===== src/logic/dcfeb_cfg.svh =====
`ifndef DCFEB_CFG_SVH
`define DCFEB_CFG_SVH

////////////////////////////////////////////////////////////
// Front end geometry
////////////////////////////////////////////////////////////

`define DCFEB_N_CHAN       4    // Serial ADC channels on the chip
`define DCFEB_SAMPLE_BITS  12   // Sent LSB first
`define DCFEB_PIPE_SIZE    128  // Frames in the circular buffer
`define DCFEB_L1A_SAMPLES  8    // Frames captured per trigger
`define DCFEB_FIFO_SIZE    16   // Two full events

////////////////////////////////////////////////////////////
// Host function codes
////////////////////////////////////////////////////////////

`define DCFEB_FN_READ       8'h06
`define DCFEB_FN_RESTART    8'h0F
`define DCFEB_FN_DEPTH      8'h10
`define DCFEB_FN_SLIP_ODD   8'h11
`define DCFEB_FN_SLIP_EVEN  8'h12

`endif


===== src/logic/adc_pkg.sv =====
`include "dcfeb_cfg.svh"

package adc_pkg;

	// One conversion from one channel
	typedef logic [`DCFEB_SAMPLE_BITS-1:0] adc_sample_t;

	// All channels at one sampling instant, channel 0 in the low bits
	typedef struct packed {
		adc_sample_t [`DCFEB_N_CHAN-1:0] ch;
	} adc_frame_t;

endpackage


===== src/logic/adc_deser.sv =====
`include "dcfeb_cfg.svh"

module adc_deser import adc_pkg::*; (
	input  logic                     cms_clk,
	input  logic                     rst_n,
	input  logic [`DCFEB_N_CHAN-1:0] adc_ser,
	input  logic                     slip_odd,
	input  logic                     slip_even,
	output adc_frame_t               frame,
	output logic                     frame_valid
);

	localparam int LAST_BIT = `DCFEB_SAMPLE_BITS - 1;
	localparam int CW = $clog2(`DCFEB_SAMPLE_BITS);

	logic [1:0]                      slip;     // Index 0 even group, 1 odd group
	logic [1:0]                      done;     // Group boundary at this edge
	logic [1:0][CW-1:0]              bit_cnt;
	adc_sample_t [`DCFEB_N_CHAN-1:0] shreg;

	assign slip = {slip_odd, slip_even};

	always_comb begin
		for (int g = 0; g < 2; g++) begin
			done[g] = (bit_cnt[g] == CW'(LAST_BIT)) && !slip[g];
		end
	end

	// A slip freezes the group counter for one edge,
	// so every later word starts one bit later
	always_ff @(posedge cms_clk) begin
		if (!rst_n) begin
			bit_cnt <= '0;
		end else begin
			for (int g = 0; g < 2; g++) begin
				if (!slip[g])
					bit_cnt[g] <= done[g] ? '0 : bit_cnt[g] + 1'b1;
			end
		end
	end

	// LSB arrives first, so new bits enter at the top
	always_ff @(posedge cms_clk) begin
		for (int c = 0; c < `DCFEB_N_CHAN; c++) begin
			shreg[c] <= {adc_ser[c], shreg[c][LAST_BIT:1]};
			if (done[c % 2])
				frame.ch[c] <= {adc_ser[c], shreg[c][LAST_BIT:1]};
		end
	end

	// Odd words keep the last complete value until the even group finishes
	always_ff @(posedge cms_clk) begin
		if (!rst_n)
			frame_valid <= 1'b0;
		else
			frame_valid <= done[0];
	end

endmodule


===== config.mk =====
export PLATFORM = sky130hd
export DESIGN_NAME = adc_deser
export DESIGN_NICKNAME = d
export VERILOG_FILES = /design/src/logic/adc_pkg.sv /design/src/logic/adc_deser.sv
export VERILOG_INCLUDE_DIRS = /design/src /design/src/logic
export SDC_FILE = /design/constraint.sdc
export NUM_CORES = 1
export LEC_CHECK = 0
export BUFFER_PORTS_ARGS = -buffer_cell sky130_fd_sc_hd__buf_2
export CORE_ASPECT_RATIO = 1.75
export CORE_MARGIN = 4
export CORE_UTILIZATION = 24
export DETAILED_ROUTE_END_ITERATION = 12
export PLACE_DENSITY = 0.48
export SYNTH_ARGS = -nofsm -noshare
export SYNTH_HDL_FRONTEND = slang
export SYNTH_SLANG_ARGS = --single-unit

===== constraint.sdc =====
create_clock -name cms_clk -period 2.3 [get_ports cms_clk]
set_input_delay 0 -clock cms_clk [delete_from_list [all_inputs] [get_ports cms_clk]]
set_output_delay 0 -clock cms_clk [all_outputs]
set_load 0.01 [all_outputs]

==> impl_metrics.sql <==
INSERT INTO impl_metrics (metric_group, metric, value, unit) VALUES
('clock_tree', 'clock-root-buffer', 'clkbuf_16', ''),
('yosys', 'syn-instance-count', '130', ''),
('timing', 'min_period_over_period', '70.7', '%'),
('min_path', 'holdCritPathClass', 'input port to flip-flop', ''),
('power_and_ir_drop', 'netSwitchingFraction', '19.1', '%'),
('outcome', 'outcome', 'finished, final reports clean', ''),
('clock_tree', 'cts_hold_buffers', '8', ''),
('drt', 'first_iter_violations', '49', ''),
('critical_path', 'worst_path_largest_cell_delay', '0.70', 'ns'),
('power_and_ir_drop', 'power.share.sequential', '56.1', '%'),
('clock_tree', 'clock_tree.buffer_depth', '2', ''),
('critical_path', 'worst_path_max_delay_cell', 'and4bb_2', ''),
('power_and_ir_drop', 'switching_power', '665', 'uW'),
('timing', 'fin_crit', '1.63', 'ns'),
('critical_path', 'crit_path_max_fanout', '26', ''),
('min_path', 'hold_path_startpoint', 'adc_ser[0]', ''),
('timing', 'achievable-frequency', '615', 'MHz'),
('placed_design', 'port-buffer-count', '56', ''),
('power_and_ir_drop', 'power.total', '3.48', 'mW'),
('clock_tree', 'cts_post_setup_buffers_inserted', '0', ''),
('final_layout', 'antenna_cells_inserted', '0', ''),
('drt', 'routed_via_count', '1271', ''),
('global_route', 'first_global_vias', '1329', ''),
('power_and_ir_drop', 'clkPwrFrac', '42.7', '%'),
('timing', 'tns', '0', 'ns'),
('power_and_ir_drop', 'vdd_drop_max', '0.000456', 'V'),
('drt', 'drt-pass1-iter-count', '4', ''),
('global_route', 'global_route_wire_length_before_repair', '6.04', 'mm'),
('yosys', 'yosys_warnings', '0', ''),
('timing', 'worst_slew_margin_rel', '53.7', '%'),
('timing', 'finalHoldViolCount', '0', ''),
('yosys', 'synth.ff_latch_count', '101', ''),
('clock_tree', 'cts_buffers', '9', ''),
('floorplan', 'dieWidth', '88.5', 'microns'),
('yosys', 'synthTopCellsByCount', '53 x dfxtp_1, 48 x edfxtp_1, 4 x nor2_1, 4 x xor2_1', ''),
('floorplan', 'initial_util', '24.5', '%'),
('yosys', 'post_synth_edffs', '48', ''),
('clock_tree', 'cts_resized', '0', ''),
('placed_design', 'place_inst', '318', ''),
('critical_path', 'startpoint_type_of_the_worst_setup_path', 'flip-flop', ''),
('critical_path', 'setup.worst_path.class', 'flip-flop to flip-flop', ''),
('floorplan', 'floorplan.core_area', '11100', 'sq um'),
('global_route', 'overall_fraction_of_global_route_tracks_in_use', '6.46', '%'),
('critical_path', 'timing.critical_path.from', 'bit_cnt[0]', ''),
('floorplan', 'die_height', '149', 'microns'),
('clock_tree', 'clkSlewWorstSetupHoldPaths', '0.07', 'ns'),
('timing', 'worstMarginPinSlew', '0.695', 'ns'),
('drt', 'wirelength', '3.92', 'mm'),
('yosys', 'synth_cell_types', '15', ''),
('power_and_ir_drop', 'p_int', '2.81', 'mW'),
('global_route', 'largest_net_degree_at_the_start_of_global_routing', '27', ''),
('clock_tree', 'tritoncts', 'yes', ''),
('job', 'maxCapViolations', '0', ''),
('global_route', 'antenna_found_initial', '0', ''),
('critical_path', 'timing.critical_path.arrival', '1.59', 'ns'),
('yosys', 'ys_seq_area_share', '92.0', '%'),
('clock_tree', 'worstSkewPairLatency', '0.33', 'ns'),
('yosys', 'synthArstFlopShare', '0', '%'),
('yosys', 'proportion_of_netlist_area_held_by_the_largest_area_contributor', '53.0', '%'),
('timing', 'unrepaired_setup_endpoints_after_global_routing', 'false', ''),
('yosys', 'synth_ff_type', 'dfxtp_1', ''),
('timing', 'fin_skew', '0.00650', 'ns'),
('yosys', 'syn_area_per_cell', '20.9', 'sq um'),
('floorplan', 'floorplan_die_area', '13200', 'sq um'),
('yosys', 'ys_top_cells_by_area', 'edfxtp_1 53%, dfxtp_1 39%, xor2_1 1.3%, and4bb_2 0.92%, ha_1 0.92%', ''),
('critical_path', 'critical_path_buf_inv_count', '0', ''),
('yosys', 'synth.largest_area_cell', 'edfxtp_1', ''),
('drt', 'avgViaCountPerCell', '3.72', ''),
('yosys', 'dominant_cell_by_count_in_the_synthesized_netlist', 'dfxtp_1', ''),
('global_route', 'grt_overflow', '0', ''),
('final_layout', 'layoutNonFillerInstCount', '342', '');
[layer usage]
| metal | vias up | share of wire, % | GRT usage [%] |
|---|---|---|---|
| met1 | 609 | 35 | 5.45 |
| met2 | 32 | 55 | 11.4 |
| li1 | 621 | - | - |
| met5 | - | 0 | 0 |
| met4 | 0 | 3.7 | 5.45 |
| met3 | 9 | 6.2 | 2.32 |
[layout by cell type (no fill, tap or decap), types with 4 or more instances in the layout]
master,netlist,final
dfxtp_1,53,53
buf_2,0,56
clkbuf_16,0,9
xor2_1,4,4
nor2_1,4,4
dlygate4sd3_1,0,8
edfxtp_1,48,48
inv_6,0,4
[registers in the layout, indices dropped and copies added (netlist names)]
register	cells
bit_cnt	8
frame	48
frame_valid	1
shreg	44
[power by group through the flow]
stage	registers [mW]	clock network (mW)	logic, mW
6_report	1.95	1.48	0.0403
2_1_floorplan	1.98	0	0.0169
3_5_place_dp	1.99	0	0.0299
3_3_place_gp	1.99	0	0.0294
4_1_cts	1.95	1.56	0.0412
5_1_grt	1.96	1.62	0.0463
[layout make-up]
class	instances	area [sq um]	area share [%]
timing repair buffer	64	360	10.2
multi-input combinational	27	209	5.89
inverter	2	7.51	0.212
clock buffer	9	225	6.35
clock inverter	7	78.8	2.22
sequential	101	2500	70.5
tap	132	165	4.65
[kinds of logic after synthesis]
family                   synth area share [%]
XOR/XNOR                                 1.29
buffers and inverters                   0.276
AO/OA/AOI/OAI                           0.920
adder cells (fa/ha/maj)                 0.920
multiplexers                            0.736
flip-flops                               92.0
AND/OR/NAND/NOR                          3.82
[worst paths after layout]
kind	to	slack, ns	depth (start not counted)
worst max-delay path	frame[1]	0.67	2
worst min-delay path	shreg[11]	0.31	2
worst max register to register	frame[1]	0.67	2
worst min register to register	shreg[31]	0.35	0
[per-stage QoR]
| step | area, sq um | setup slack (ns) |
|---|---|---|
| 6_report | 3550 | 0.675 |
| 5_1_grt | 3550 | 0.531 |
| 4_1_cts | 3550 | 0.651 |
| 3_5_place_dp | 3160 | 0.664 |
| 3_3_place_gp | 3160 | 0.720 |
| 2_1_floorplan | 2720 | 0.886 |
Power figures use the tool's default switching activity.
