**src/logic/dcfeb_cfg.svh**
```systemverilog
`ifndef DCFEB_CFG_SVH
`define DCFEB_CFG_SVH

////////////////////////////////////////////////////////////
// Front end geometry
////////////////////////////////////////////////////////////

`define DCFEB_N_CHAN       4    // Serial ADC channels on the chip
`define DCFEB_SAMPLE_BITS  12   // Sent LSB first
`define DCFEB_PIPE_SIZE    128  // Frames in the circular buffer
`define DCFEB_L1A_SAMPLES  8    // Frames captured per trigger
`define DCFEB_FIFO_SIZE    16   // Two full events

////////////////////////////////////////////////////////////
// Host function codes
////////////////////////////////////////////////////////////

`define DCFEB_FN_READ       8'h06
`define DCFEB_FN_RESTART    8'h0F
`define DCFEB_FN_DEPTH      8'h10
`define DCFEB_FN_SLIP_ODD   8'h11
`define DCFEB_FN_SLIP_EVEN  8'h12

`endif

```
**src/logic/adc_pkg.sv**
```systemverilog
`include "dcfeb_cfg.svh"

package adc_pkg;

	// One conversion from one channel
	typedef logic [`DCFEB_SAMPLE_BITS-1:0] adc_sample_t;

	// All channels at one sampling instant, channel 0 in the low bits
	typedef struct packed {
		adc_sample_t [`DCFEB_N_CHAN-1:0] ch;
	} adc_frame_t;

endpackage

```
**src/logic/l1a_capture_fifo.sv**
```systemverilog
`include "dcfeb_cfg.svh"

module l1a_capture_fifo import adc_pkg::*; (
	input  logic       cms_clk,
	input  logic       rst_n,
	input  logic       l1a,
	input  adc_frame_t delayed,
	input  logic       delayed_valid,
	input  logic       filled,
	input  logic       pop,
	output adc_frame_t head,
	output logic       empty
);

	localparam int AW = $clog2(`DCFEB_FIFO_SIZE);
	localparam int CW = $clog2(`DCFEB_L1A_SAMPLES + 1);
	localparam int ROOM_MAX = `DCFEB_FIFO_SIZE - `DCFEB_L1A_SAMPLES;  // Most entries still fitting an event

	adc_frame_t    mem [`DCFEB_FIFO_SIZE];
	logic [AW-1:0] wr_ptr;
	logic [AW-1:0] rd_ptr;
	logic [AW:0]   count;
	logic [CW-1:0] cap_left;  // Frames still to capture
	logic          full;
	logic          push;
	logic          accept;

	assign full  = int'(count) == `DCFEB_FIFO_SIZE;
	assign empty = count == '0;
	assign head  = mem[rd_ptr];
	assign push  = delayed_valid && cap_left != '0;

	// Trigger dropped while filling, busy, or short of room
	assign accept = l1a && filled && cap_left == '0 && int'(count) <= ROOM_MAX;

	////////////////////////////////////////////////////////////
	// Capture and storage
	////////////////////////////////////////////////////////////

	always_ff @(posedge cms_clk) begin
		if (push)
			mem[wr_ptr] <= delayed;
	end

	always_ff @(posedge cms_clk) begin
		if (!rst_n) begin
			wr_ptr   <= '0;
			rd_ptr   <= '0;
			count    <= '0;
			cap_left <= '0;
		end else begin
			// Frames start with the next valid one after the trigger edge
			if (accept)
				cap_left <= CW'(`DCFEB_L1A_SAMPLES);
			else if (push)
				cap_left <= cap_left - 1'b1;
			if (push)
				wr_ptr <= wr_ptr + 1'b1;
			if (pop)
				rd_ptr <= rd_ptr + 1'b1;
			count <= count + (AW+1)'(push) - (AW+1)'(pop);
		end
	end

	// Room check at L1A time must cover all eight writes; pop gating lives in the decoder
	assert property (@(posedge cms_clk) disable iff (!rst_n) !(push && full))
		else $error("capture write into full FIFO");
	assert property (@(posedge cms_clk) disable iff (!rst_n) !(pop && empty))
		else $error("pop from empty FIFO");

endmodule

```
**config.mk**
```make
export PLATFORM = sky130hd
export DESIGN_NAME = l1a_capture_fifo
export DESIGN_NICKNAME = d
export VERILOG_FILES = /design/src/logic/adc_pkg.sv /design/src/logic/l1a_capture_fifo.sv
export VERILOG_INCLUDE_DIRS = /design/src /design/src/logic
export SDC_FILE = /design/constraint.sdc
export NUM_CORES = 1
export LEC_CHECK = 0
export BUFFER_PORTS_ARGS = -buffer_cell sky130_fd_sc_hd__buf_2
export CAP_MARGIN = 20
export CORE_MARGIN = 4
export CORE_UTILIZATION = 30
export CTS_CLUSTER_DIAMETER = 40
export DETAILED_ROUTE_END_ITERATION = 8
export GPL_ROUTABILITY_DRIVEN = 0
export PLACE_DENSITY = 0.57
export SLEW_MARGIN = 10
export SYNTH_ARGS = -nofsm -noshare
export SYNTH_HDL_FRONTEND = slang
export SYNTH_SLANG_ARGS = --single-unit
```
**constraint.sdc**
```tcl
create_clock -name cms_clk -period 5.2 [get_ports cms_clk]
set_input_delay 0.26 -clock cms_clk [delete_from_list [all_inputs] [get_ports cms_clk]]
set_output_delay 0.26 -clock cms_clk [all_outputs]
set_load 0.05 [all_outputs]
```
==> impl_metrics.py <==
metrics = {
    "worst_setup_path": {
        "crit_type": "reg -> out",
        "crit_path_end_kind": "primary output",
        "worstPathMaxFanout": 64,
        "arrival_ps": 3420,
        "start_kind": "flop",
        "worst_ep_required_time_ps": 4940,
        "rr_worst_depth": 7,
    },
    "timing": {
        "max_freq_ghz": 0.2721,
        "finalMaxSlewViolations": 0,
        "hold_viol": 0,
        "whs_ps": 41.58,
        "slew_headroom_pct": 27.08,
        "finalSetupViolCount": 0,
        "setup-tns-final_ps": 0,
        "finalClockSkew_ps": 15.86,
        "min_period_over_period_pct": 70.68,
        "rsz0062_at_grt": "no",
        "period_minus_slack_ps": 3675,
        "worstMarginPinSlew_ps": 1094,
    },
    "grt": {
        "grt_start_max_net_pins": 65,
        "grt-ovfl-total": 0,
        "grt_pass1_wl_um": 101400,
        "grt_pass1_vias": 15240,
        "antenna_found_initial": 2,
        "grt.total_usage_pct": 13.08,
    },
    "yosys": {
        "syn_inst": 1297,
        "synth_ff_type": "edfxtp_1",
        "yosysTopAreaCell": "edfxtp_1",
        "async_reset_ff_share_pct": 0,
        "syn_nets": 1366,
        "yosysTopAreaCellShare_pct": 77.54,
        "ys_types": 33,
        "synth_area_leaders": "edfxtp_1 (78%), mux4_2 (15%), a22oi_1 (2.4%)",
        "yosys_warnings": 0,
        "synth-seq-cells": 789,
        "syn_avg_cell_area_um2": 22.93,
        "synth_common_cells": "edfxtp_1 (768), mux4_2 (192), a22oi_1 (96)",
        "synth-edff-count": 768,
        "syn_area_mm2": 0.02974,
        "yosysMostFrequentCell": "edfxtp_1",
        "ys_seq_area_share_pct": 78.95,
    },
    "cts": {
        "cts.htree.levels": 3,
        "clk_latency_ps": 650,
        "cts_made_buffers": 104,
        "cts_hold_buf": 50,
        "cts.sinks": 789,
        "ctsResizeCount": 0,
        "cts_buffer_depth": 3,
        "cts_setup_buffers": 0,
        "clk_pin_slew_ps": 50,
        "cts_tree": "built",
        "root_buffer": "clkbuf_16",
    },
    "worst_hold_path": {
        "min_path_cells": 1,
        "min_path_type": "in -> reg",
    },
    "finish": {
        "fin_nets": 1598,
        "drive_gt1_share_pct": 32.78,
        "area_delta_synth_final_pct": 21.64,
    },
    "detailed_routing": {
        "wl_um": 67850,
        "post-route-drc-count": 0,
        "wl_per_cell_um": 23.34,
        "ant_nets": 0,
        "vias_per_cell": 4.799,
        "dr.pass1.iters": 5,
        "via_count": 13950,
        "drt_iter0_drc": 1080,
    },
    "power": {
        "switching_power_mw": 4.126,
        "pwr-share-seq_pct": 44.5,
        "combPwrFrac_pct": 11.9,
        "clkPwrFrac_pct": 43.6,
        "swShare_pct": 24.97,
        "power.density_mw_per_mm2": 456.8,
        "power.leakage_nw": 11.36,
        "ir_drop_mv": 0.2427,
        "p_int_mw": 12.40,
    },
    "die": {
        "fp.dieW_um": 322.9,
        "dieArea_mm2": 0.1042,
        "die_h_um": 322.9,
        "initial_utilization_pct": 30.22,
        "core_mm2": 0.09842,
        "ios": 103,
        "core.rowCount": 115,
    },
    "place": {
        "dpl.hpwl_um": 39200,
        "portBuffers": 102,
    },
    "flow_run": {
        "cap_viol_max_count": 0,
    },
    "run_status": {
        "status": "completed",
    },
}
==> stage by stage <==
| stage | setup slack, ps | total power [mW] | cell area, µm² | util [%] | instances |
|---|---|---|---|---|---|
| after floorplan | 194.0 | 8.835 | 29740 | - | 1297 |
| after CTS | 1344 | 16.74 | 36170 | 36.75 | 2904 |
| after global routing | 1260 | 17.17 | 36170 | 36.75 | 2904 |
| final | 1525 | 16.52 | 36180 | 36.76 | 2907 |
| after detailed placement | 1897 | 9.453 | 32070 | 32.58 | 2660 |
| after global placement | 1957 | 9.415 | 32040 | 32.56 | 2659 |
==> critical path: stages, from the launching register on <==
cell and delay, ps:
dfxtp_4 1020, buf_4 540, mux4_2 390, a22oi_1 340
nand2_1 150, buf_2 250
==> power by group through the flow <==
stage               Combinational, mW  Clock (mW)  Sequential [mW]
floorplan                        1.39           0             7.45
detailed placement               1.96           0             7.49
CTS                              2.02        7.37             7.36
global placement                 1.94           0             7.47
finish                           1.96        7.21             7.36
global route                     2.13        7.67             7.38
==> sequential cells by signal (all words and copies together) (netlist names), named ones only <==
signal / count
mem: 768
count: 5
rd_ptr: 4
cap_left: 4
wr_ptr: 4
==> cells by family (layout without fill, tap and decap cells) <==
logic type | after synthesis | after routing | share of synthesized area, %
other | 0 | 3 | 0
adders and majority gates | 15 | 15 | 0.6563
AOI/OAI and AO/OA | 104 | 104 | 2.612
xor gates and xnor gates | 12 | 12 | 0.3534
DFF | 789 | 789 | 78.95
and+or+nand+nor | 106 | 106 | 1.615
muxes | 193 | 193 | 14.57
buffers and inverters | 78 | 398 | 1.237
==> cell type report <==
| type | instances | area, µm² |
|---|---|---|
| clock inverter | 81 | 943.4 |
| antenna | 3 | 7.507 |
| tap | 1287 | 1610 |
| sequential | 789 | 23490 |
| fill | 8962 | 62240 |
| clock buffer | 113 | 2658 |
| timing repair buffer | 193 | 1401 |
| multi-input combinational | 430 | 6026 |
| inverter | 11 | 41.29 |
==> cell usage in the layout, fill, tap and decap left out, drive strengths merged, types with 2 or more instances in the layout <==
| cell type | instances |
|---|---|
| nor4b | 2 |
| clkbuf | 113 |
| dlygate4sd3 | 50 |
| nand3 | 4 |
| diode | 3 |
| xor2 | 5 |
| nand2b | 2 |
| nor3 | 5 |
| dfxtp | 21 |
| edfxtp | 768 |
| and2 | 14 |
| ha | 14 |
| a21boi | 2 |
| buf | 143 |
| nor2b | 3 |
| xnor2 | 7 |
| a21oi | 2 |
| bufinv | 14 |
| nor2 | 16 |
| inv | 26 |
| a22oi | 96 |
| nand2 | 56 |
| mux4 | 192 |
| clkinv | 39 |
| clkinvlp | 13 |
==> worst paths after layout <==
path | end | startpoint | slack (ps)
worst max-delay path | head[17] | flop | 1520
worst min-delay path | mem[5][15]$_DFFE_PP_ | delayed[15] | 40
worst max register to register | mem[10][35]$_DFFE_PP_ | cap_left[0]$_SDFFE_PP0P_ | 1930
worst min register to register | wr_ptr[1]$_SDFFE_PN0P_ | wr_ptr[1]$_SDFFE_PN0P_ | 510
==> metal layers <==
metal	global-route usage [%]	routed length [µm]	vias to the layer above
met3	2.571	3457	86
met1	16.97	28340	7502
met5	0	0	-
met4	3.612	1220	0
met2	22.52	34830	367
li1	-	-	5997
(Power assumes the default switching activity.)
