$ cat src/logic/dcfeb_cfg.svh
`ifndef DCFEB_CFG_SVH
`define DCFEB_CFG_SVH

////////////////////////////////////////////////////////////
// Front end geometry
////////////////////////////////////////////////////////////

`define DCFEB_N_CHAN       4    // Serial ADC channels on the chip
`define DCFEB_SAMPLE_BITS  12   // Sent LSB first
`define DCFEB_PIPE_SIZE    128  // Frames in the circular buffer
`define DCFEB_L1A_SAMPLES  8    // Frames captured per trigger
`define DCFEB_FIFO_SIZE    16   // Two full events

////////////////////////////////////////////////////////////
// Host function codes
////////////////////////////////////////////////////////////

`define DCFEB_FN_READ       8'h06
`define DCFEB_FN_RESTART    8'h0F
`define DCFEB_FN_DEPTH      8'h10
`define DCFEB_FN_SLIP_ODD   8'h11
`define DCFEB_FN_SLIP_EVEN  8'h12

`endif

$ cat src/logic/adc_pkg.sv
`include "dcfeb_cfg.svh"

package adc_pkg;

	// One conversion from one channel
	typedef logic [`DCFEB_SAMPLE_BITS-1:0] adc_sample_t;

	// All channels at one sampling instant, channel 0 in the low bits
	typedef struct packed {
		adc_sample_t [`DCFEB_N_CHAN-1:0] ch;
	} adc_frame_t;

endpackage

$ cat src/logic/cmd_pkg.sv
package cmd_pkg;

	import adc_pkg::*;

	// Host request, held stable while cmd_req is high
	typedef struct packed {
		logic [7:0] fn;   // Function code
		logic [7:0] arg;  // Only set depth uses it
	} cmd_req_t;

	// Response, valid while cmd_ack is high
	typedef struct packed {
		logic       empty;  // No frame was waiting
		adc_frame_t data;
	} cmd_rsp_t;

endpackage

$ cat src/logic/fe_cmd_decoder.sv
`include "dcfeb_cfg.svh"

module fe_cmd_decoder import adc_pkg::*, cmd_pkg::*; (
	input  logic                                cms_clk,
	input  logic                                rst_n,
	input  cmd_req_t                            cmd,
	input  logic                                cmd_req,
	output logic                                cmd_ack,
	output cmd_rsp_t                            rsp,
	input  adc_frame_t                          head,
	input  logic                                empty,
	output logic                                slip_odd,
	output logic                                slip_even,
	output logic                                restart,
	output logic                                pop,
	output logic [$clog2(`DCFEB_PIPE_SIZE)-1:0] depth
);

	localparam int AW = $clog2(`DCFEB_PIPE_SIZE);
	localparam logic [AW-1:0] DEPTH_RESET = AW'(64);

	logic accept;
	logic is_read;
	logic set_depth;

	// One edge per request, the same edge that raises ack
	assign accept = cmd_req && !cmd_ack;

	////////////////////////////////////////////////////////////
	// Function decode
	////////////////////////////////////////////////////////////

	assign is_read   = accept && cmd.fn == `DCFEB_FN_READ;
	assign set_depth = accept && cmd.fn == `DCFEB_FN_DEPTH;
	assign restart   = accept && cmd.fn == `DCFEB_FN_RESTART;
	assign slip_odd  = accept && cmd.fn == `DCFEB_FN_SLIP_ODD;
	assign slip_even = accept && cmd.fn == `DCFEB_FN_SLIP_EVEN;
	assign pop       = is_read && !empty;  // Head is latched below at this edge

	always_ff @(posedge cms_clk) begin
		if (!rst_n) begin
			cmd_ack <= 1'b0;
			depth   <= DEPTH_RESET;
		end else begin
			if (accept)
				cmd_ack <= 1'b1;
			else if (!cmd_req)
				cmd_ack <= 1'b0;  // Fourth phase
			if (set_depth)
				depth <= cmd.arg[AW-1:0];
		end
	end

	// Read response holds until the next read
	always_ff @(posedge cms_clk) begin
		if (is_read) begin
			rsp.empty <= empty;
			rsp.data  <= empty ? '0 : head;
		end
	end

	// Host keeps the request word steady while req stays up
	assert property (@(posedge cms_clk) disable iff (!rst_n)
		cmd_req && $past(cmd_req) |-> $stable(cmd))
		else $error("cmd changed during a request");

endmodule

$ cat config.mk
export PLATFORM = sky130hd
export DESIGN_NAME = fe_cmd_decoder
export DESIGN_NICKNAME = d
export VERILOG_FILES = /design/src/logic/adc_pkg.sv /design/src/logic/cmd_pkg.sv /design/src/logic/fe_cmd_decoder.sv
export VERILOG_INCLUDE_DIRS = /design/src /design/src/logic
export SDC_FILE = /design/constraint.sdc
export NUM_CORES = 1
export LEC_CHECK = 0
export ABC_AREA = 1
export BUFFER_PORTS_ARGS = -buffer_cell sky130_fd_sc_hd__buf_2
export CAP_MARGIN = 20
export CORE_UTILIZATION = 35
export DETAILED_ROUTE_END_ITERATION = 12
export MAX_ROUTING_LAYER = met4
export PLACE_DENSITY = 0.77
export RECOVER_POWER = 50
export REMOVE_ABC_BUFFERS = 1
export SYNTH_ARGS = -nofsm -noshare
export SYNTH_HDL_FRONTEND = slang
export SYNTH_SLANG_ARGS = --single-unit
export TNS_END_PERCENT = 10
$ cat constraint.sdc
create_clock -name cms_clk -period 10.4 [get_ports cms_clk]
set_input_delay 1.56 -clock cms_clk [delete_from_list [all_inputs] [get_ports cms_clk]]
set_output_delay 1.56 -clock cms_clk [all_outputs]
set_load 0.01 [all_outputs]
==> results of run 1 <==
-- state kept, by name (all words and copies together) (netlist names) --
| register | flops |
|---|---|
| rsp | 49 |
| depth | 7 |
| cmd_ack | 1 |
-- worst max-delay path, delay by kind of cell --
| family | cells | cell delay, ps |
|---|---|---|
| buffers and inverters | 3 | 1840 |
| and+or+nand+nor | 1 | 180 |
-- cells by family after synthesis --
logic type | count (synthesis)
compound gates | 6
buf+inv | 70
flops | 57
simple gates | 91
-- layout by cell type, fill, tap and decap left out --
cell type	count
nor2_2	1
clkinv_1	2
inv_2	1
nor3_1	1
clkbuf_1	30
a21oi_2	1
nor2_1	59
nor2_4	2
nand2_2	1
bufinv_16	2
clkbuf_8	9
inv_1	61
a21oi_1	5
nand4_1	2
buf_2	99
clkinvlp_4	2
nand3_1	11
nor4_1	2
dfxtp_1	8
edfxtp_1	49
buf_4	1
nand2_1	12
-- layer usage --
metal / track usage / vias up / share of wire
met5: - / - / 0
met4: 0.0462 / 0 / 0.011
met3: 0.0574 / 7 / 0.080
met2: 0.251 / 81 / 0.48
met1: 0.171 / 826 / 0.42
li1: - / 946 / -
-- through the flow --
stage	std cells	cell area, um2
floorplan	216	2290
global placement	422	3040
detailed placement	422	3040
CTS	438	3250
global route	438	3200
finish	438	3200
-- power by group through the flow --
| stage | clock network [mW] | registers, mW | logic (mW) |
|---|---|---|---|
| 6_report | 0.218 | 0.248 | 0.0295 |
| 3_3_place_gp | 0 | 0.253 | 0.0292 |
| 5_1_grt | 0.235 | 0.248 | 0.0345 |
| 2_1_floorplan | 0 | 0.253 | 0.0115 |
| 4_1_cts | 0.223 | 0.248 | 0.0304 |
| 3_5_place_dp | 0 | 0.253 | 0.0302 |
-- worst min-delay path by stage --
stage          depth (start not counted)  slack (ps)                    end                  start
3_5_place_dp                           2         450  depth[6]$_SDFFE_PN1P_  depth[6]$_SDFFE_PN1P_
2_1_floorplan                          2         490  depth[6]$_SDFFE_PN1P_  depth[6]$_SDFFE_PN1P_
5_1_grt                                2         510  depth[6]$_SDFFE_PN1P_  depth[6]$_SDFFE_PN1P_
6_report                               2         460  depth[6]$_SDFFE_PN1P_  depth[6]$_SDFFE_PN1P_
4_1_cts                                2         460  depth[6]$_SDFFE_PN1P_  depth[6]$_SDFFE_PN1P_
3_3_place_gp                           2         430  depth[6]$_SDFFE_PN1P_  depth[6]$_SDFFE_PN1P_
-- final cells by class --
class | instances | area, um2
Timing Repair Buffer | 129 | 612
Fill cell | 641 | 3180
Multi-Input combinational cell | 97 | 420
Inverter | 62 | 233
Sequential cell | 57 | 1630
Clock inverter | 6 | 82.6
Tap cell | 77 | 96.3
Clock buffer | 10 | 128
==> metrics.md, run 1 <==
| Metric | Value |
|---|---|
| Status | `complete, but fails checks` |
| Violated checks | `max-capacitance violations, max-slew violations` |
| Async set-or-reset flop fraction in the synthesized netlist | `0` |
| Gr usage total | `0.152` |
| Final Skew | `between 4 and 5 ps` |
| Routed WL | `around 4800 um` |
| Count leader, synth | `inv_1` |
| Vias in the first global route | `roughly 1800` |
| Fmax | `0.194 GHz` |
| Synth Cell Area | `approximately 2300 um2` |
| Final count of pins violating max slew | `51` |
| Clock power share | `0.440` |
| Mux share of post-synthesis cell area | `0` |
| Die Y | `roughly 84 um` |
| Worst skew pair latency | `roughly 320 ps` |
| Post-layout worst setup margin | `between 5000 and 6000 ps` |
| CTS tree | `done` |
| Flop pwr share | `0.501` |
| Number of routed nets with antenna violations | `0` |
| Post-synthesis simple-gate area fraction | `0.167` |
| Share of layout cells above drive strength 1 | `0.330` |
| # clock sinks | `57` |
| MaxCap Viol Count | `1` |
| Worst Hold Class | `reg2reg` |
| H-tree depth | `3` |
| Critical path fanouts, max | `50` |
| Leak | `1.58 nW` |
| Reg2reg start | `cmd_ack$_SDFFE_PN0P_` |
| Area Growth Syn to Fin | `37.2%` |
| Post-synthesis sequential area ratio | `0.699` |
| Yosys top cell by area | `edfxtp_1` |
| Slew margin rel. | `-0.437` |
| Port-buffer cells | `between 100 and 150` |
| Rows | `29` |
| Sw Ratio | `0.203` |
| Via count | `1860` |
| Total CTS buffers | `9` |
| CP Data Arrival Time | `roughly 3600 ps` |
| Synth top area share | `0.630` |
| Clock root cell | `clkbuf_8` |
| Top cells by count, synth | `inv_1 (61), nor2_1 (58), edfxtp_1 (49), nand2_1 (12), nand3_1 (11)` |
| Psw | `0.100 mW` |
| Final hold violations | `0` |
| CP required | `8840 ps` |
| Wire length per cell | `about 11 um` |
| Largest net degree at the start of global routing | `51` |
| Layout Utilization | `0.502` |
| Final RePlAce weighted congestion | `around 0.73` |
| Setup_tns | `0 ps` |
| Synth Register Bits | `57` |
| Final min period | `5160 ps` |
| Final nets | `around 420` |
| Drt drc | `0` |
| Yosys warns | `0` |
| Grt ovf | `0` |
| Avg Cell Area, Syn | `between 10 and 15 um2` |
| Cells after Synth | `~220` |
| Compound-Gate Fraction of Synth Area | `0.0145` |
| Kind of critical path | `in2out` |
| Critical path's slowest cell | `clkbuf_1` |
| Post-Synth Adder-Cell Area | `0` |
| Post_cts resized | `0` |
| R2R depth | `6` |
| Crit. Startpoint | `empty` |
| Total power | `slightly below 0.5 mW` |
| Yosys cell types | `18` |
| Initial Util | `0.366` |
| Hold WS | `462 ps` |
| CP endpoint kind | `primary output` |
| Setup slack at placement | `6440 ps` |
| Ant. Diodes | `0` |
| Combinational group share of total power | `0.060` |
| Top_reg_cell synth | `edfxtp_1` |
| Worst Tran Pin Value | `roughly 2200 ps` |
| DP HPWL | `about 3500 um` |
| Post-synth EDFFs | `49` |
| Post-CTS Repair Setup Buffers | `0` |
| # IOs | `about 130` |
| Drt first-iter violations | `58` |
| RSZ-0062 raised after global routing | `false` |
| Startpoint type of the worst setup path | `input port` |
| Clk slew on worst S/H paths | `about 60 ps` |
| R2R setup slack | `8370 ps` |
| 1st-pass router iterations | `4` |
| CP Cell Sequence | `buf_2 -> clkbuf_1 -> nor3_1 -> buf_2` |
| Final Setup Violations | `0` |
| Via-per-instance ratio | `4.25` |
| R2r endpoint | `rsp[28]$_SDFFCE_PP0P_` |
| Fin crit share | `0.496` |
| Area contributors post-synth | `edfxtp_1 (63%), inv_1 (9.8%), nor2_1 (9.3%)` |
| Worst Setup EP | `pop` |
| Synth Area in XOR/XNOR | `0` |
| Max IR drop VDD | `roughly 0.09 mV` |
| Most common cell on crit path | `buf_2` |
| Int Power | `0.395 mW` |
| Die Wd | `approximately 84 um` |
| First-pass GRT wire length | `roughly 8100 um` |
| DIE AREA | `7000 um2` |
| Initial antenna violation count | `0` |
| CTS hold repair buffers | `0` |
| Clk buf depth | `2` |
| Worst path max stage delay | `about 1500 ps` |
| PwrDens | `roughly 150 nW/um2` |
| Core Region | `approximately 6400 um2` |
| Largest family of logic cells by synthesized area | `simple AND/OR/NAND/NOR gates` |
Power figures use the tool's default switching activity.
==> run 2: changes to the inputs <==
clock period = 5.1 ns   (was 10.4 ns; I/O delays follow)
==> metrics.md, run 2 (synthesis results as in run 1) <==
| Metric | Value |
|---|---|
| # clock sinks | `57` |
| Number of routed nets with antenna violations | `0` |
| Final Setup Violations | `0` |
| Worst Tran Pin Value | `about 840 ps` |
| Vias in the first global route | `1897` |
| Slew margin rel. | `0.436` |
| DIE AREA | `approximately 7000 um2` |
| RSZ-0062 raised after global routing | `false` |
| Initial antenna violation count | `0` |
| Hold WS | `458 ps` |
| Hold Startpoint | `depth[6]$_SDFFE_PN1P_` |
| CP endpoint kind | `primary output` |
| Final nets | `424` |
| Max IR drop VDD | `about 0.18 mV` |
| Crit. Startpoint | `cmd_req` |
| 1st-pass router iterations | `3` |
| Status | `completed` |
| Total power | `1.07 mW` |
| Gr usage total | `0.154` |
| Die Wd | `83.7 um` |
| Initial Util | `0.366` |
| Grt ovf | `0` |
| Fmax | `0.421 GHz` |
| Via-per-instance ratio | `between 4 and 5` |
| First-pass GRT wire length | `about 8300 um` |
| Post_cts resized | `0` |
| Final RePlAce weighted congestion | `0.729` |
| Clk slew on worst S/H paths | `~60 ps` |
| Commonest non-fill, non-tap cell in the layout | `buf_2` |
| Drt first-iter violations | `49` |
| Die Y | `83.7 um` |
| Final Skew | `approximately 6.2 ps` |
| # IOs | `~130` |
| CP required | `4340 ps` |
| Via count | `roughly 1900` |
| Clk buf depth | `2` |
| Routed WL | `~5000 um` |
| Worst Hold Class | `reg2reg` |
| Clock root cell | `clkbuf_8` |
| Share of layout cells above drive strength 1 | `0.335` |
| CTS hold repair buffers | `0` |
| Kind of critical path | `in2out` |
| Rows | `29` |
| Most flops, register | `rsp` |
| Fin crit share | `0.465` |
| MaxCap Viol Count | `0` |
| Post-CTS Repair Setup Buffers | `0` |
| CP Data Arrival Time | `1610 ps` |
| Critical path fanouts, max | `3` |
| Reg2reg start | `cmd_ack$_SDFFE_PN0P_` |
| H-tree depth | `3` |
| Final hold violations | `0` |
| Setup_tns | `0 ps` |
| Post-route cell area | `3230 um2` |
| Final count of pins violating max slew | `0` |
| Most frequent cells in the layout | `buf_2 (99), inv_1 (61), nor2_1 (59)` |
| PwrDens | `between 300 and 400 nW/um2` |
| Total CTS buffers | `9` |
| Area Growth Syn to Fin | `38.4%` |
| Max FFs per register | `just under 50` |
| Wire length per cell | `11.5 um` |
| Startpoint type of the worst setup path | `input port` |
| Leak | `between 1.5 and 2 nW` |
| Drt drc | `0` |
| Worst skew pair latency | `around 330 ps` |
| Largest regs | `rsp x49, depth x7, cmd_ack x1` |
| Core Region | `between 6000 and 7000 um2` |
| Largest net degree at the start of global routing | `between 50 and 60` |
| Post-DP Area | `slightly above 3000 um2` |
| Port-buffer cells | `approximately 130` |
| Final min period | `approximately 2400 ps` |
| Ant. Diodes | `0` |
| CTS tree | `done` |
| DP HPWL | `3590 um` |
==> run 2: changes by cell type in the layout (fill, tap and decap cells not counted) <==
cell / before / now
buf_4: 1 / 2
bufinv_16: 2 / 3
clkbuf_1: 30 / 29
clkinv_1: 2 / 1
clkinv_2: 0 / 1
clkinvlp_4: 2 / 1
==> run 2: final cells by class <==
type	instances	area, um2
timing repair buffer	129	616
tap	77	96.3
multi-input combinational	97	420
sequential	57	1630
clock inverter	6	106
clock buffer	10	128
inverter	62	233
fill	626	3160
==> run 2: metrics by stage <==
stage | setup WS, ps | utilization | cells
floorplan | 1530 | - | 216
global placement | 2570 | 0.476 | 422
detailed placement | 2470 | 0.476 | 422
CTS | 2710 | 0.513 | 438
global route | 2630 | 0.506 | 438
finish | 2730 | 0.506 | 438
==> run 2: power by group <==
group	leakage [nW]	switching (mW)	total [mW]	internal [mW]
combinational	0.945	0.0318	0.0600	0.0283
sequential	0.543	0.000301	0.506	0.506
clock	0.114	0.179	0.501	0.322
total	1.60	0.211	1.07	0.856
==> run 2: layer usage <==
| metal | wire length, um | GRT usage | share of wire |
|---|---|---|---|
| met5 | 0 | - | 0 |
| met4 | 59 | 0.0678 | 0.012 |
| met3 | 405 | 0.0435 | 0.081 |
| met2 | 2550 | 0.269 | 0.51 |
| met1 | 2000 | 0.163 | 0.40 |
==> run 2: final timing paths <==
kind | endpoint | slack, ps | cells past startpoint
worst max register to register | rsp[28]$_SDFFCE_PP0P_ | 3020 | 6
worst min-delay path | depth[6]$_SDFFE_PN1P_ | 460 | 2
worst min register to register | depth[6]$_SDFFE_PN1P_ | 460 | 2
worst max-delay path | pop | 2730 | 6
==> run 2: critical path, cell delays in order <==
cell and delay [ps]:
buf_2 100, nand2_1 90, nor2_1 140, nand4_1 170, nor3_1 180, buf_2 160
==> run 3: changes to the inputs <==
PLACE_DENSITY = 0.79   (was 0.77)
clock period = 1.94 ns   (was 5.1 ns; I/O delays follow)
==> metrics.md, run 3 (synthesis results as in run 1) <==
| Metric | Value |
|---|---|
| Status | `completed` |
| Initial antenna violation count | `0` |
| DIE AREA | `roughly 7000 um2` |
| Ant. Diodes | `0` |
| Startpoint type of the worst setup path | `flip-flop` |
| Combinational group share of total power | `0.057` |
| Port-buffer cells | `roughly 130` |
| Grt ovf | `0` |
| Post-CTS Repair Setup Buffers | `0` |
| Final Skew | `around 5.1 ps` |
| Worst skew pair latency | `between 300 and 400 ps` |
| Clk buf depth | `2` |
| First-pass GRT wire length | `just under 8000 um` |
| CP endpoint kind | `primary output` |
| Final hold violations | `0` |
| Post_cts resized | `0` |
| Rows | `29` |
| Most flops, register | `rsp` |
| Vias in the first global route | `between 1500 and 2000` |
| Area Growth Syn to Fin | `38.7%` |
| Kind of critical path | `reg2out` |
| Int Power | `2.25 mW` |
| Critical path's slowest cell | `dfxtp_1` |
| Clk slew on worst S/H paths | `~60 ps` |
| MaxCap Viol Count | `0` |
| Most frequent cells in the layout | `buf_2 (94), inv_1 (61), nor2_1 (58)` |
| Max FFs per register | `49` |
| Share of layout cells above drive strength 1 | `0.318` |
| Total CTS buffers | `9` |
| Slew margin rel. | `0.284` |
| CP Data Arrival Time | `around 1400 ps` |
| Buf/Inv on CP | `2` |
| Hold WS | `~180 ps` |
| Gr usage total | `0.147` |
| Sw Ratio | `0.190` |
| 1st-pass router iterations | `4` |
| DP HPWL | `3550 um` |
| Psw | `~0.53 mW` |
| Largest regs | `rsp x49, depth x7, cmd_ack x1` |
| Die Y | `83.7 um` |
| Fmax | `about 0.6 GHz` |
| Critical path's top delay family | `simple AND/OR/NAND/NOR gates` |
| Drt drc | `0` |
| PwrDens | `approximately 860 nW/um2` |
| Core Region | `around 6400 um2` |
| Wire length per cell | `approximately 11 um` |
| Commonest non-fill, non-tap cell in the layout | `buf_2` |
| Worst path max stage delay | `about 310 ps` |
| CP required | `1650 ps` |
| # IOs | `about 130` |
| Leak | `about 1.6 nW` |
| Die Wd | `83.7 um` |
| Number of routed nets with antenna violations | `0` |
| Routed WL | `roughly 4700 um` |
| Via count | `between 1500 and 2000` |
| Final min period | `~1700 ps` |
| Clock power share | `0.465` |
| Initial Util | `0.366` |
| CP Cell Sequence | `inv_1 -> nand2_1 -> nor2_1 -> nand4_1 -> nor3_1 -> buf_2` |
| Worst Tran Pin Value | `roughly 1100 ps` |
| Worst Hold Class | `in2reg` |
| Flop pwr share | `0.479` |
| Final nets | `around 430` |
| Via-per-instance ratio | `between 4 and 5` |
| R2R setup slack | `about 440 ps` |
| Post-Layout Cell Count | `between 400 and 500` |
| H-tree depth | `3` |
| CTS hold repair buffers | `0` |
| Placed cell count | `between 400 and 500` |
| CTS tree | `done` |
| Drt first-iter violations | `53` |
| Final RePlAce weighted congestion | `0.759` |
| Critical path fanouts, max | `3` |
| Clock root cell | `clkbuf_8` |
| RSZ-0062 raised after global routing | `false` |
| Largest net degree at the start of global routing | `50` |
| # clock sinks | `57` |
| Final Setup Violations | `0` |
| Max IR drop VDD | `between 0.4 and 0.5 mV` |
| Fin crit share | `0.864` |
| Final count of pins violating max slew | `0` |
[run 3: cell types whose count changed in the layout (fill, tap and decap cells not counted), sizes merged]
cell,delta
clkbuf,+7
buf,-6
clkinv,+1
clkinvlp,-1
[run 3: worst min-delay path, stage by stage]
cell and delay [ps]:
buf_2 100, nand2_1 40, inv_1 40
[run 3: final cells by class]
type	instances	area [um2]
clock buffers	10	128
clock inverters	6	106
fillers	637	3150
inverters	62	233
multi-input cells	97	423
flip-flops and latches	57	1630
well taps	77	96.3
repair buffers	130	622
[run 3: path summary, 6_finish.rpt]
path                    startpoint               endpoint  cells past startpoint
max           cmd_ack$_SDFFE_PN0P_                    pop                      6
min                        cmd_req   cmd_ack$_SDFFE_PN0P_                      3
min reg2reg  depth[6]$_SDFFE_PN1P_  depth[6]$_SDFFE_PN1P_                      2
max reg2reg   cmd_ack$_SDFFE_PN0P_  rsp[28]$_SDFFCE_PP0P_                      6
[run 3: metal layers]
layer,track usage,wire length [um],vias to the layer above
met5,-,0,-
met4,0.0370,25,0
met3,0.0663,464,4
met2,0.243,2210,90
met1,0.163,2030,778
li1,-,-,950
[run 3: metrics by stage]
| stage | area [um2] | setup TNS (ps) | utilization | power (mW) | worst slack (ps) |
|---|---|---|---|---|---|
| after floorplan | 2290 | -61860 | - | 1.42 | -1260 |
| after global placement | 3060 | 0 | 0.479 | 1.51 | 438 |
| after detailed placement | 3060 | 0 | 0.479 | 1.52 | 391 |
| after CTS | 3300 | 0 | 0.516 | 2.83 | 230 |
| after global routing | 3240 | 0 | 0.507 | 2.90 | 101 |
| final | 3240 | 0 | 0.507 | 2.78 | 264 |
[run 3: power by group through the flow]
| stage | Clock, mW | Combinational, mW | Sequential (mW) |
|---|---|---|---|
| 6_report | 1.29 | 0.157 | 1.33 |
| 5_1_grt | 1.39 | 0.183 | 1.33 |
| 4_1_cts | 1.34 | 0.164 | 1.33 |
| 3_5_place_dp | 0 | 0.164 | 1.36 |
| 3_3_place_gp | 0 | 0.158 | 1.36 |
| 2_1_floorplan | 0 | 0.0619 | 1.36 |
